File: src/decode_pkg.sv
/*
 * Decode stage shared definitions
 * Register and flag widths, RV32I opcodes, the instruction word views,
 * operation types and the decode FSM states
 */
package decode_pkg;

    localparam int REG_ADDR_WIDTH = 5;
    localparam int REG_VALUE_WIDTH = 32;
    localparam int JUMP_FLAG_WIDTH = 2;

    typedef logic [REG_ADDR_WIDTH-1:0] reg_addr_t;
    typedef logic [REG_VALUE_WIDTH-1:0] reg_value_t;
    typedef logic [JUMP_FLAG_WIDTH-1:0] jump_flag_t;

    // Length of the register clear sweep after reset
    localparam int NUM_REGS = 32;

    localparam int EXIT_CODE_WIDTH = 8;
    localparam reg_addr_t REG_A0 = 5'd10;

    // Default width of the per-register front and rear counters
    localparam int DEFAULT_STATUS_WIDTH = 2;

    localparam logic [6:0] OPCODE_OP     = 7'b0110011;
    localparam logic [6:0] OPCODE_OP_IMM = 7'b0010011;
    localparam logic [6:0] OPCODE_LOAD   = 7'b0000011;
    localparam logic [6:0] OPCODE_STORE  = 7'b0100011;
    localparam logic [6:0] OPCODE_BRANCH = 7'b1100011;
    localparam logic [6:0] OPCODE_JAL    = 7'b1101111;
    localparam logic [6:0] OPCODE_JALR   = 7'b1100111;
    localparam logic [6:0] OPCODE_LUI    = 7'b0110111;
    localparam logic [6:0] OPCODE_AUIPC  = 7'b0010111;
    localparam logic [6:0] OPCODE_SYSTEM = 7'b1110011;

    localparam logic [11:0] FUNCT12_EBREAK = 12'h001;

    // Same 32-bit word seen as R-type and as I-type fields
    typedef union packed {
        struct packed {
            logic [6:0] funct7;
            reg_addr_t rs2;
            reg_addr_t rs1;
            logic [2:0] funct3;
            reg_addr_t rd;
            logic [6:0] opcode;
        } r_view;
        struct packed {
            logic [11:0] imm12;
            reg_addr_t rs1;
            logic [2:0] funct3;
            reg_addr_t rd;
            logic [6:0] opcode;
        } i_view;
    } instr_word_t;

    typedef enum logic [2:0] {
        ALU,
        LOAD,
        STORE,
        BRANCH,
        JUMP,
        HALT
    } op_type_t;

    typedef enum logic [1:0] {
        CLEAR,
        NORMAL,
        EXIT
    } decode_state_t;

endpackage
File: src/scoreboard_if.sv
/*
 * Scoreboard link
 * Operand and destination lookups from the decode control into the
 * register file, with values and readiness coming back
 */
interface scoreboard_if;
    import decode_pkg::*;

    reg_addr_t rs1_addr;
    reg_addr_t rs2_addr;
    reg_addr_t rd_addr;
    logic issue_rd;
    logic sweep_active;

    reg_value_t rs1_value;
    reg_value_t rs2_value;
    logic rs1_ready;
    logic rs2_ready;
    logic rd_free;

    modport control (
        output rs1_addr, rs2_addr, rd_addr, issue_rd, sweep_active,
        input rs1_value, rs2_value, rs1_ready, rs2_ready, rd_free
    );

    modport scoreboard (
        input rs1_addr, rs2_addr, rd_addr, issue_rd, sweep_active,
        output rs1_value, rs2_value, rs1_ready, rs2_ready, rd_free
    );

endinterface

File: src/decode_stage.sv
/*
 * RV32I decode stage
 * Joins the classifier, the decode control and the register file
 * scoreboard behind plain instruction, writeback, jump and execute ports
 */
module decode_stage #(
    parameter int STATUS_WIDTH = decode_pkg::DEFAULT_STATUS_WIDTH
) (
    input logic clk,
    input logic arst_n,

    input logic instruction_valid,
    output logic instruction_ready,
    input decode_pkg::instr_word_t instruction_data,
    input decode_pkg::reg_value_t instruction_pc,
    input decode_pkg::jump_flag_t instruction_jump_flag,

    input logic writeback_valid,
    input decode_pkg::reg_addr_t writeback_addr,
    input decode_pkg::reg_value_t writeback_value,

    input logic jump_valid,
    input logic jump_mispredicted,

    output logic execute_valid,
    input logic execute_ready,
    output decode_pkg::op_type_t execute_op_type,
    output logic [2:0] execute_funct3,
    output decode_pkg::reg_addr_t execute_rd,
    output decode_pkg::reg_value_t execute_rs1_value,
    output decode_pkg::reg_value_t execute_rs2_value,
    output decode_pkg::reg_value_t execute_imm,
    output decode_pkg::reg_value_t execute_pc,
    output decode_pkg::jump_flag_t execute_jump_flag,

    output logic retired,
    output logic exit_flag,
    output logic [decode_pkg::EXIT_CODE_WIDTH-1:0] exit_code
);
    import decode_pkg::*;

    reg_addr_t rs1_addr, rs2_addr, rd_addr;
    reg_value_t imm;
    op_type_t op_type;
    logic [2:0] funct3;
    logic writes_rd, is_control_flow, is_exit;

    scoreboard_if sb ();

    instr_classifier classifier_inst (
        .instruction_data,
        .rs1_addr, .rs2_addr, .rd_addr,
        .imm, .op_type, .funct3,
        .writes_rd, .is_control_flow, .is_exit
    );

    decode_control control_inst (
        .clk, .arst_n,
        .sb(sb.control),
        .instruction_valid, .instruction_ready,
        .instruction_pc, .instruction_jump_flag,
        .rs1_addr, .rs2_addr, .rd_addr,
        .op_type, .funct3, .imm,
        .is_control_flow, .is_exit, .writes_rd,
        .jump_valid, .jump_mispredicted,
        .execute_valid, .execute_ready,
        .execute_op_type, .execute_funct3, .execute_rd,
        .execute_rs1_value, .execute_rs2_value,
        .execute_imm, .execute_pc, .execute_jump_flag,
        .retired, .exit_flag, .exit_code
    );

    regfile_scoreboard #(
        .STATUS_WIDTH(STATUS_WIDTH)
    ) scoreboard_inst (
        .clk, .arst_n,
        .sb(sb.scoreboard),
        .writeback_valid, .writeback_addr, .writeback_value
    );

endmodule

File: src/decode_control.sv
/*
 * Decode control
 * Clear/normal/exit FSM, jump flag tracking, issue, stall and flush
 * decisions, the exit latch and the registered execute command
 */
module decode_control (
    input logic clk,
    input logic arst_n,

    scoreboard_if.control sb,

    input logic instruction_valid,
    output logic instruction_ready,
    input decode_pkg::reg_value_t instruction_pc,
    input decode_pkg::jump_flag_t instruction_jump_flag,

    input decode_pkg::reg_addr_t rs1_addr,
    input decode_pkg::reg_addr_t rs2_addr,
    input decode_pkg::reg_addr_t rd_addr,
    input decode_pkg::op_type_t op_type,
    input logic [2:0] funct3,
    input decode_pkg::reg_value_t imm,
    input logic is_control_flow,
    input logic is_exit,
    input logic writes_rd,

    input logic jump_valid,
    input logic jump_mispredicted,

    output logic execute_valid,
    input logic execute_ready,
    output decode_pkg::op_type_t execute_op_type,
    output logic [2:0] execute_funct3,
    output decode_pkg::reg_addr_t execute_rd,
    output decode_pkg::reg_value_t execute_rs1_value,
    output decode_pkg::reg_value_t execute_rs2_value,
    output decode_pkg::reg_value_t execute_imm,
    output decode_pkg::reg_value_t execute_pc,
    output decode_pkg::jump_flag_t execute_jump_flag,

    output logic retired,
    output logic exit_flag,
    output logic [decode_pkg::EXIT_CODE_WIDTH-1:0] exit_code
);
    import decode_pkg::*;

    localparam int SWEEP_WIDTH = $clog2(NUM_REGS);
    localparam logic [SWEEP_WIDTH-1:0] SWEEP_LAST = SWEEP_WIDTH'(NUM_REGS - 1);

    decode_state_t state, next_state;
    logic [SWEEP_WIDTH-1:0] sweep_count;
    jump_flag_t jump_flag;
    logic jump_pending;

    reg_addr_t dest_addr;
    logic flag_match, output_free, operands_ready;
    logic flush, issue;

    // Non-writing instructions look up x0, which is always free
    assign dest_addr = writes_rd ? rd_addr : '0;

    assign sb.rs1_addr = rs1_addr;
    assign sb.rs2_addr = rs2_addr;
    assign sb.rd_addr = dest_addr;
    assign sb.sweep_active = (state == CLEAR);
    assign sb.issue_rd = issue && writes_rd;

    assign flag_match = (instruction_jump_flag == jump_flag);
    assign output_free = !execute_valid || execute_ready;
    assign operands_ready = sb.rs1_ready && sb.rs2_ready && sb.rd_free;

    always_comb begin
        instruction_ready = 1'b0;
        flush = 1'b0;
        case (state)
        NORMAL: begin
            if (!flag_match) begin
                // Wrong-path instruction, drop it
                instruction_ready = 1'b1;
                flush = 1'b1;
            end else begin
                instruction_ready = output_free && operands_ready && !jump_pending;
            end
        end
        EXIT: begin
            instruction_ready = 1'b1;
            flush = 1'b1;
        end
        default: begin
            instruction_ready = 1'b0;
        end
        endcase
    end

    assign issue = instruction_valid && instruction_ready && !flush;
    assign retired = issue;
    assign exit_flag = (state == EXIT);

    always_comb begin
        case (state)
        CLEAR: next_state = (sweep_count == SWEEP_LAST) ? NORMAL : CLEAR;
        NORMAL: next_state = (issue && is_exit) ? EXIT : NORMAL;
        EXIT: next_state = EXIT;
        default: next_state = CLEAR;
        endcase
    end

    always_ff @(posedge clk or negedge arst_n) begin
        if (!arst_n) begin
            state <= CLEAR;
            sweep_count <= '0;
        end else begin
            state <= next_state;
            if (state == CLEAR) begin
                sweep_count <= sweep_count + 1'b1;
            end
        end
    end

    // New flag takes effect the cycle after a mispredicted jump
    always_ff @(posedge clk or negedge arst_n) begin
        if (!arst_n) begin
            jump_flag <= '0;
            jump_pending <= 1'b0;
        end else begin
            if (jump_valid) begin
                jump_pending <= 1'b0;
                if (jump_mispredicted) begin
                    jump_flag <= jump_flag + 1'b1;
                end
            end
            if (issue && is_control_flow) begin
                jump_pending <= 1'b1;
            end
        end
    end

    always_ff @(posedge clk or negedge arst_n) begin
        if (!arst_n) begin
            exit_code <= '0;
        end else if (issue && is_exit) begin
            exit_code <= sb.rs1_value[EXIT_CODE_WIDTH-1:0];
        end
    end

    always_ff @(posedge clk or negedge arst_n) begin
        if (!arst_n) begin
            execute_valid <= 1'b0;
        end else if (issue) begin
            execute_valid <= 1'b1;
        end else if (execute_ready) begin
            execute_valid <= 1'b0;
        end
    end

    // Payload only loads on issue, so it holds while stalled
    always_ff @(posedge clk) begin
        if (issue) begin
            execute_op_type <= op_type;
            execute_funct3 <= funct3;
            execute_rd <= dest_addr;
            execute_rs1_value <= sb.rs1_value;
            execute_rs2_value <= sb.rs2_value;
            execute_imm <= imm;
            execute_pc <= instruction_pc;
            execute_jump_flag <= instruction_jump_flag;
        end
    end

endmodule

File: src/instr_classifier.sv
/*
 * Instruction classifier
 * Splits an RV32I word into register fields and immediate, and sorts the
 * opcode into an operation type, control flow and exit
 */
module instr_classifier (
    input decode_pkg::instr_word_t instruction_data,

    output decode_pkg::reg_addr_t rs1_addr,
    output decode_pkg::reg_addr_t rs2_addr,
    output decode_pkg::reg_addr_t rd_addr,
    output decode_pkg::reg_value_t imm,
    output decode_pkg::op_type_t op_type,
    output logic [2:0] funct3,
    output logic writes_rd,
    output logic is_control_flow,
    output logic is_exit
);
    import decode_pkg::*;

    logic [31:0] word;
    logic [6:0] opcode;
    logic [6:0] funct7;
    logic [11:0] imm12;
    reg_addr_t rd_field;
    reg_value_t imm_i, imm_s, imm_b, imm_u, imm_j;
    logic is_ebreak;
    logic known_opcode;
    logic uses_rs1, uses_rs2, has_rd;

    assign word = instruction_data;
    assign opcode = instruction_data.r_view.opcode;
    assign funct7 = instruction_data.r_view.funct7;
    assign rd_field = instruction_data.r_view.rd;
    assign funct3 = instruction_data.r_view.funct3;
    assign imm12 = instruction_data.i_view.imm12;

    // Immediates per format, sign bit is always word[31]
    assign imm_i = {{20{imm12[11]}}, imm12};
    assign imm_s = {{20{funct7[6]}}, funct7, rd_field};
    assign imm_b = {{20{funct7[6]}}, rd_field[0], funct7[5:0], rd_field[4:1], 1'b0};
    assign imm_u = {word[31:12], 12'b0};
    assign imm_j = {{12{word[31]}}, word[19:12], word[20], word[30:21], 1'b0};

    assign is_ebreak = (opcode == OPCODE_SYSTEM) && (funct3 == 3'b000)
            && (imm12 == FUNCT12_EBREAK);

    always_comb begin
        known_opcode = 1'b1;
        uses_rs1 = 1'b0;
        uses_rs2 = 1'b0;
        has_rd = 1'b0;
        op_type = ALU;
        imm = '0;
        case (opcode)
        OPCODE_OP: begin
            uses_rs1 = 1'b1;
            uses_rs2 = 1'b1;
            has_rd = 1'b1;
        end
        OPCODE_OP_IMM, OPCODE_LOAD: begin
            uses_rs1 = 1'b1;
            has_rd = 1'b1;
            imm = imm_i;
            op_type = (opcode == OPCODE_LOAD) ? LOAD : ALU;
        end
        OPCODE_STORE: begin
            uses_rs1 = 1'b1;
            uses_rs2 = 1'b1;
            imm = imm_s;
            op_type = STORE;
        end
        OPCODE_BRANCH: begin
            uses_rs1 = 1'b1;
            uses_rs2 = 1'b1;
            imm = imm_b;
            op_type = BRANCH;
        end
        OPCODE_JAL: begin
            has_rd = 1'b1;
            imm = imm_j;
            op_type = JUMP;
        end
        OPCODE_JALR: begin
            uses_rs1 = 1'b1;
            has_rd = 1'b1;
            imm = imm_i;
            op_type = JUMP;
        end
        OPCODE_LUI, OPCODE_AUIPC: begin
            has_rd = 1'b1;
            imm = imm_u;
        end
        OPCODE_SYSTEM: begin
            // Other system instructions pass through as a no-op ALU command
            imm = imm_i;
            op_type = is_ebreak ? HALT : ALU;
        end
        default: begin
            known_opcode = 1'b0;
            op_type = HALT;
        end
        endcase
    end

    // EBREAK reads a0 for the exit code
    assign rs1_addr = is_ebreak ? REG_A0 : (uses_rs1 ? instruction_data.r_view.rs1 : '0);
    assign rs2_addr = uses_rs2 ? instruction_data.r_view.rs2 : '0;
    assign rd_addr = rd_field;

    assign writes_rd = has_rd && (rd_field != '0);
    assign is_control_flow = (op_type == BRANCH) || (op_type == JUMP);
    assign is_exit = is_ebreak || !known_opcode;

endmodule

File: src/regfile_scoreboard.sv
/*
 * Register file and scoreboard
 * 32 registers with combinational reads, plus front (issued writers) and
 * rear (writebacks) counters per register that give operand readiness
 */
module regfile_scoreboard #(
    parameter int STATUS_WIDTH = decode_pkg::DEFAULT_STATUS_WIDTH
) (
    input logic clk,
    input logic arst_n,

    scoreboard_if.scoreboard sb,

    input logic writeback_valid,
    input decode_pkg::reg_addr_t writeback_addr,
    input decode_pkg::reg_value_t writeback_value
);
    import decode_pkg::*;

    // Largest number of writers that can be in flight for one register
    localparam logic [STATUS_WIDTH-1:0] STATUS_MAX = '1;

    reg_value_t regs [NUM_REGS];
    logic [STATUS_WIDTH-1:0] front_status [NUM_REGS];
    logic [STATUS_WIDTH-1:0] rear_status [NUM_REGS];

    reg_addr_t sweep_index;
    logic [STATUS_WIDTH-1:0] rd_distance;

    // Sweep walks 0..31 once and wraps back to 0
    always_ff @(posedge clk or negedge arst_n) begin
        if (!arst_n) begin
            sweep_index <= '0;
        end else if (sb.sweep_active) begin
            sweep_index <= sweep_index + 1'b1;
        end
    end

    // x0 is cleared by the sweep and never written again
    always_ff @(posedge clk) begin
        if (sb.sweep_active) begin
            regs[sweep_index] <= '0;
        end else if (writeback_valid && writeback_addr != '0) begin
            regs[writeback_addr] <= writeback_value;
        end
    end

    always_ff @(posedge clk) begin
        if (sb.sweep_active) begin
            front_status[sweep_index] <= '0;
        end else if (sb.issue_rd) begin
            front_status[sb.rd_addr] <= front_status[sb.rd_addr] + 1'b1;
        end
    end

    // Writebacks to x0 still count here
    always_ff @(posedge clk) begin
        if (sb.sweep_active) begin
            rear_status[sweep_index] <= '0;
        end else if (writeback_valid) begin
            rear_status[writeback_addr] <= rear_status[writeback_addr] + 1'b1;
        end
    end

    // No bypass: a writeback is visible from the next cycle
    assign sb.rs1_value = regs[sb.rs1_addr];
    assign sb.rs2_value = regs[sb.rs2_addr];

    // x0 never waits, whatever its counters say
    assign sb.rs1_ready = (sb.rs1_addr == '0)
            || (front_status[sb.rs1_addr] == rear_status[sb.rs1_addr]);
    assign sb.rs2_ready = (sb.rs2_addr == '0)
            || (front_status[sb.rs2_addr] == rear_status[sb.rs2_addr]);

    assign rd_distance = front_status[sb.rd_addr] - rear_status[sb.rd_addr];
    assign sb.rd_free = (sb.rd_addr == '0) || (rd_distance != STATUS_MAX);

    // Every writeback must match a writer issued earlier by the control
    writeback_has_writer: assert property (
        @(posedge clk) disable iff (!arst_n)
        writeback_valid && !sb.sweep_active && writeback_addr != '0
            |-> front_status[writeback_addr] != rear_status[writeback_addr]
    ) else $error("writeback to x%0d with no outstanding writer", writeback_addr);

    // A new writer never targets x0 and never overflows the front counter
    issue_has_room: assert property (
        @(posedge clk) disable iff (!arst_n)
        sb.issue_rd |-> sb.rd_addr != '0 && rd_distance != STATUS_MAX
    ) else $error("issue to x%0d with no free status slot", sb.rd_addr);

endmodule

File: config.mk
export PLATFORM = sky130hd
export DESIGN_NAME = decode_stage
export DESIGN_NICKNAME = d
export VERILOG_FILES = /design/src/decode_pkg.sv /design/src/scoreboard_if.sv /design/src/decode_stage.sv /design/src/decode_control.sv /design/src/instr_classifier.sv /design/src/regfile_scoreboard.sv
export SDC_FILE = /design/constraint.sdc
export NUM_CORES = 2
export LEC_CHECK = 0
export BUFFER_PORTS_ARGS = -buffer_cell sky130_fd_sc_hd__buf_2
export CAP_MARGIN = 15
export CORE_MARGIN = 8
export CORE_UTILIZATION = 30
export DETAILED_ROUTE_END_ITERATION = 6
export PLACE_DENSITY = 0.42
export REMOVE_ABC_BUFFERS = 1
export SYNTH_ARGS = -nofsm -noshare
export SYNTH_HDL_FRONTEND = slang
export SYNTH_SLANG_ARGS = --single-unit
File: constraint.sdc
create_clock -name clk -period 42.8 [get_ports clk]
set_input_delay 8.56 -clock clk [delete_from_list [all_inputs] [get_ports clk]]
set_output_delay 8.56 -clock clk [all_outputs]
set_load 0.02 [all_outputs]
==> summary.md <==
| Metric | Value |
|---|---|
| Yosys synthesis warning count | `0` |
| First-pass GRT wire length | `383 mm` |
| # setup viols final | `0` |
| Commonest cells after routing, fill and taps aside | `nand2_1, edfxtp_1, nand3_1, buf_2, o21ai_0` |
| Worst Setup EP | `retired` |
| Worst hold path class | `flop to flop` |
| Vias per cell | `5.74` |
| Final WL | `273 mm` |
| Hold Path Stages | `1` |
| Htree depth | `4` |
| Max-slew violation count | `0` |
| Area leader, netlist | `edfxtp_1` |
| Actual slew at the worst max-slew pin | `1.24 ns` |
| CP arrival | `13.62 ns` |
| Post-synthesis register bit count | `1,317` |
| Critical Path End Type | `output port` |
| Share of layout cells above drive strength 1 | `11.6%` |
| Critical-path top delay cell | `buf_4` |
| Clk_skew | `0.0452 ns` |
| Critical path fanouts, max | `48` |
| Status | `finished, final reports clean` |
| Post-CTS Hold Buffers | `0` |
| FMAX | `0.0451 GHz` |
| Register area share after synthesis | `61.1%` |
| R2R Setup Slk | `37.27 ns` |
| CTS resizes | `0` |
| Largest family of logic cells by synthesized area | `simple AND/OR/NAND/NOR gates` |
| Cell Area, Synth | `64,500 sq um` |
| Launch point of the critical path | `instruction_data[22]` |
| Shortest period the worst path allows | `22.18 ns` |
| Largest net degree at the start of global routing | `179` |
| Synth Area in Compound Gates | `10.0%` |
| Initial antenna violation count | `12` |
| Post-route cell area | `74,200 sq um` |
| Synth top area cells | `edfxtp_1, nand2_1, nand3_1` |
| Worst stage delay on the critical path | `0.78 ns` |
| Reg area | `39,400 sq um` |
| # clock sinks | `1,317` |
| Post-synthesis cell count | `6,117` |
| Placed Area | `68,800 sq um` |
| GR Overflow Total | `0` |
| Die area | `230,000 sq um` |
| Total GRT Usage | `22.8%` |
| 1st-iter DRT viols | `5,962` |
| Worst Setup Path Type | `input pin to output port` |
| Nets | `6,283` |
| Fillers | `21,200` |
| Number of enable flip-flop cells after synthesis | `1,293` |
| Mean post-synth cell area | `10.5 sq um` |
| Total CTS buffers | `157` |
| Max-Cap Viols | `0` |
| Final Cycle Share | `51.8%` |
| Synth top area share | `60.2%` |
| Rel. slew slack | `17.7%` |
| Synth cell types | `86` |
| Vias in the first global route | `50,500` |
| Clock-pin slew on the worst setup and hold paths | `0.05 ns` |
| Core area | `214,000 sq um` |
| CP Data Required Time | `34.24 ns` |
| Final design utilization | `34.6%` |
| Worst VDD drop | `0.0446 mV` |
| Mux cell area share after synthesis | `4.80%` |
| Chip height | `480 um` |
| FF-to-FF End | `control_inst.execute_rs1_value[23]$_DFFE_PP_` |
| CTS root buf | `clkbuf_16` |
| Row count | `170` |
| Top Ports | `263` |
| XOR/XNOR Fraction of Synth Area | `0.524%` |
| Setup TNS | `0 ns` |
| Commonest non-fill, non-tap cell in the layout | `nand2_1` |
| Pleak | `25.8 nW` |
| Clock latency at the later pin of the worst-skew pair | `0.83 ns` |
| Area Growth Syn to Fin | `15.0%` |
| Setup repair bufs after CTS | `0` |
| Ys flop type | `edfxtp_1` |
| Pre-antenna DRT Iters | `6` |
| Reg2Reg Launch Point | `scoreboard_inst.front_status[15][0]$_DFFE_PP_` |
| IO Port Bufs | `262` |
| Wire per inst | `29.9 um` |
| Initial core utilization | `30.1%` |
| Total number of vias | `52,500` |
| Fin. Hold Viols | `0` |
| Area occupied by multi-input gates | `23,500 sq um` |
| CP startpoint kind | `input pin` |
| CTS max path bufs | `3` |
| Routability congestion estimate | `0.935` |
| FF-to-FF path depth | `13` |
| DRC viols | `0` |
| Ys async rst share | `1.82%` |
| RSZ-0062 raised after global routing | `false` |
| Synth Area in Simple Gates | `20.2%` |
| TritonCTS clock tree | `done` |
| Post-detail-place hpwl | `148 mm` |
| Post-synthesis adder-cell area fraction | `0.155%` |
| PD cells | `49.0 nW/um^2` |
| Antenna viol nets, final | `0` |
| Chip Width | `480 um` |
| Worst path cell trace | `buf_6 -> buf_4 -> inv_1 -> nor4_4 -> mux2i_1 -> o21ai_0 -> o2111ai_1 -> xnor2_1 -> a21oi_1 -> nor3_1 -> nand2_1 -> nor2_4 -> buf_2` |
[Yosys cell counts, drive strengths merged, types with 5 or more instances]
cell type / instances
a21o: 23
mux2i: 179
o2111ai: 5
a211oi: 8
nand3b: 6
nand2: 1730
dfrtp: 24
nor2: 242
and2: 39
nand4: 18
o211ai: 107
inv: 24
or3: 16
nor4: 54
xor2: 13
mux2: 26
and3: 7
nor2b: 15
o221ai: 164
o22ai: 46
nand3: 795
edfxtp: 1293
clkbuf: 383
or2: 10
nand2b: 12
mux4: 45
xnor2: 23
a221oi: 19
a21oi: 93
nor3: 66
a22o: 5
ha: 8
a22oi: 35
o21ai: 246
o21a: 8
a31oi: 154
buf: 106
[cell families after synthesis]
kind of cell               Yosys count
AOI/OAI and AO/OA                  962
xor gates and xnor gates            37
adders and majority gates            8
buffers and inverters              515
DFF                               1317
muxes                              250
and+or+nand+nor                   3028
[cell type report]
cell class	count	share of cell area, %
timing repair buffer	378	3.27
sequential	1317	53.2
inverter	26	0.132
multi-input combinational	4285	31.6
antenna	13	0.0439
clock inverter	75	1.31
clock buffer	210	5.68
tap	2838	4.79
[stage by stage]
stage          total power [mW]  std cells  setup slack, ns  hold WS [ns]
4_1_cts                    3.66       9122            20.73         0.470
5_1_grt                    3.76       9130            20.47         0.496
2_1_floorplan              1.98       5628             6.02         0.439
3_3_place_gp               2.29       8837            20.85         0.458
6_report                   3.64       9142            20.62         0.468
3_5_place_dp               2.29       8837            20.74         0.461
[report_power, final]
group          internal (mW)  switching (mW)
logic                  0.134           0.422
registers               1.62          0.0954
clock network          0.798           0.566
[layer usage]
metal  part of all wire [%]  vias up  GRT usage (%)  routed length (um)
met4                    3.9        6           8.51               10500
li1                       -    22700              -                   -
met5                  0.015        -              0                  41
met1                     43    26600           31.5              119000
met3                    7.7      534           3.77               21100
met2                     45     2716           35.9              123000
[how the worst min path moves through the flow]
| stage | slack (ns) | end | start |
|---|---|---|---|
| detailed placement | 0.46 | control_inst.sweep_count[3]$_DFFE_PN0P_ | control_inst.sweep_count[3]$_DFFE_PN0P_ |
| finish | 0.47 | control_inst.sweep_count[3]$_DFFE_PN0P_ | control_inst.sweep_count[3]$_DFFE_PN0P_ |
| floorplan | 0.44 | control_inst.sweep_count[3]$_DFFE_PN0P_ | control_inst.sweep_count[3]$_DFFE_PN0P_ |
| CTS | 0.47 | control_inst.sweep_count[3]$_DFFE_PN0P_ | control_inst.sweep_count[3]$_DFFE_PN0P_ |
| global placement | 0.46 | control_inst.sweep_count[3]$_DFFE_PN0P_ | control_inst.sweep_count[3]$_DFFE_PN0P_ |
| global route | 0.50 | control_inst.sweep_count[3]$_DFFE_PN0P_ | control_inst.sweep_count[3]$_DFFE_PN0P_ |
[sequential cells by signal, indices dropped and copies added, names as in the netlist]
| name | flops |
|---|---|
| control_inst.state | 2 |
| control_inst.execute_rd | 5 |
| control_inst.execute_pc | 32 |
| scoreboard_inst.rear_status | 64 |
| control_inst.jump_pending | 1 |
| control_inst.exit_code | 8 |
| scoreboard_inst.regs | 1024 |
| control_inst.execute_imm | 32 |
| control_inst.execute_funct3 | 3 |
| control_inst.execute_rs1_value | 32 |
| control_inst.sweep_count | 5 |
| control_inst.execute_valid | 1 |
| control_inst.jump_flag | 2 |
| control_inst.execute_rs2_value | 32 |
| control_inst.execute_op_type | 3 |
| scoreboard_inst.front_status | 64 |
| scoreboard_inst.sweep_index | 5 |
| control_inst.execute_jump_flag | 2 |
[worst max-delay path: cells and delay by family]
kind                      cells  cell delay (ns)
AOI/OAI and AO/OA             3             0.64
xor gates and xnor gates      1             0.29
buffers and inverters         4             1.88
muxes                         1             0.17
and+or+nand+nor               4             1.79
Note: power is estimated with default switching activity, not from simulation.
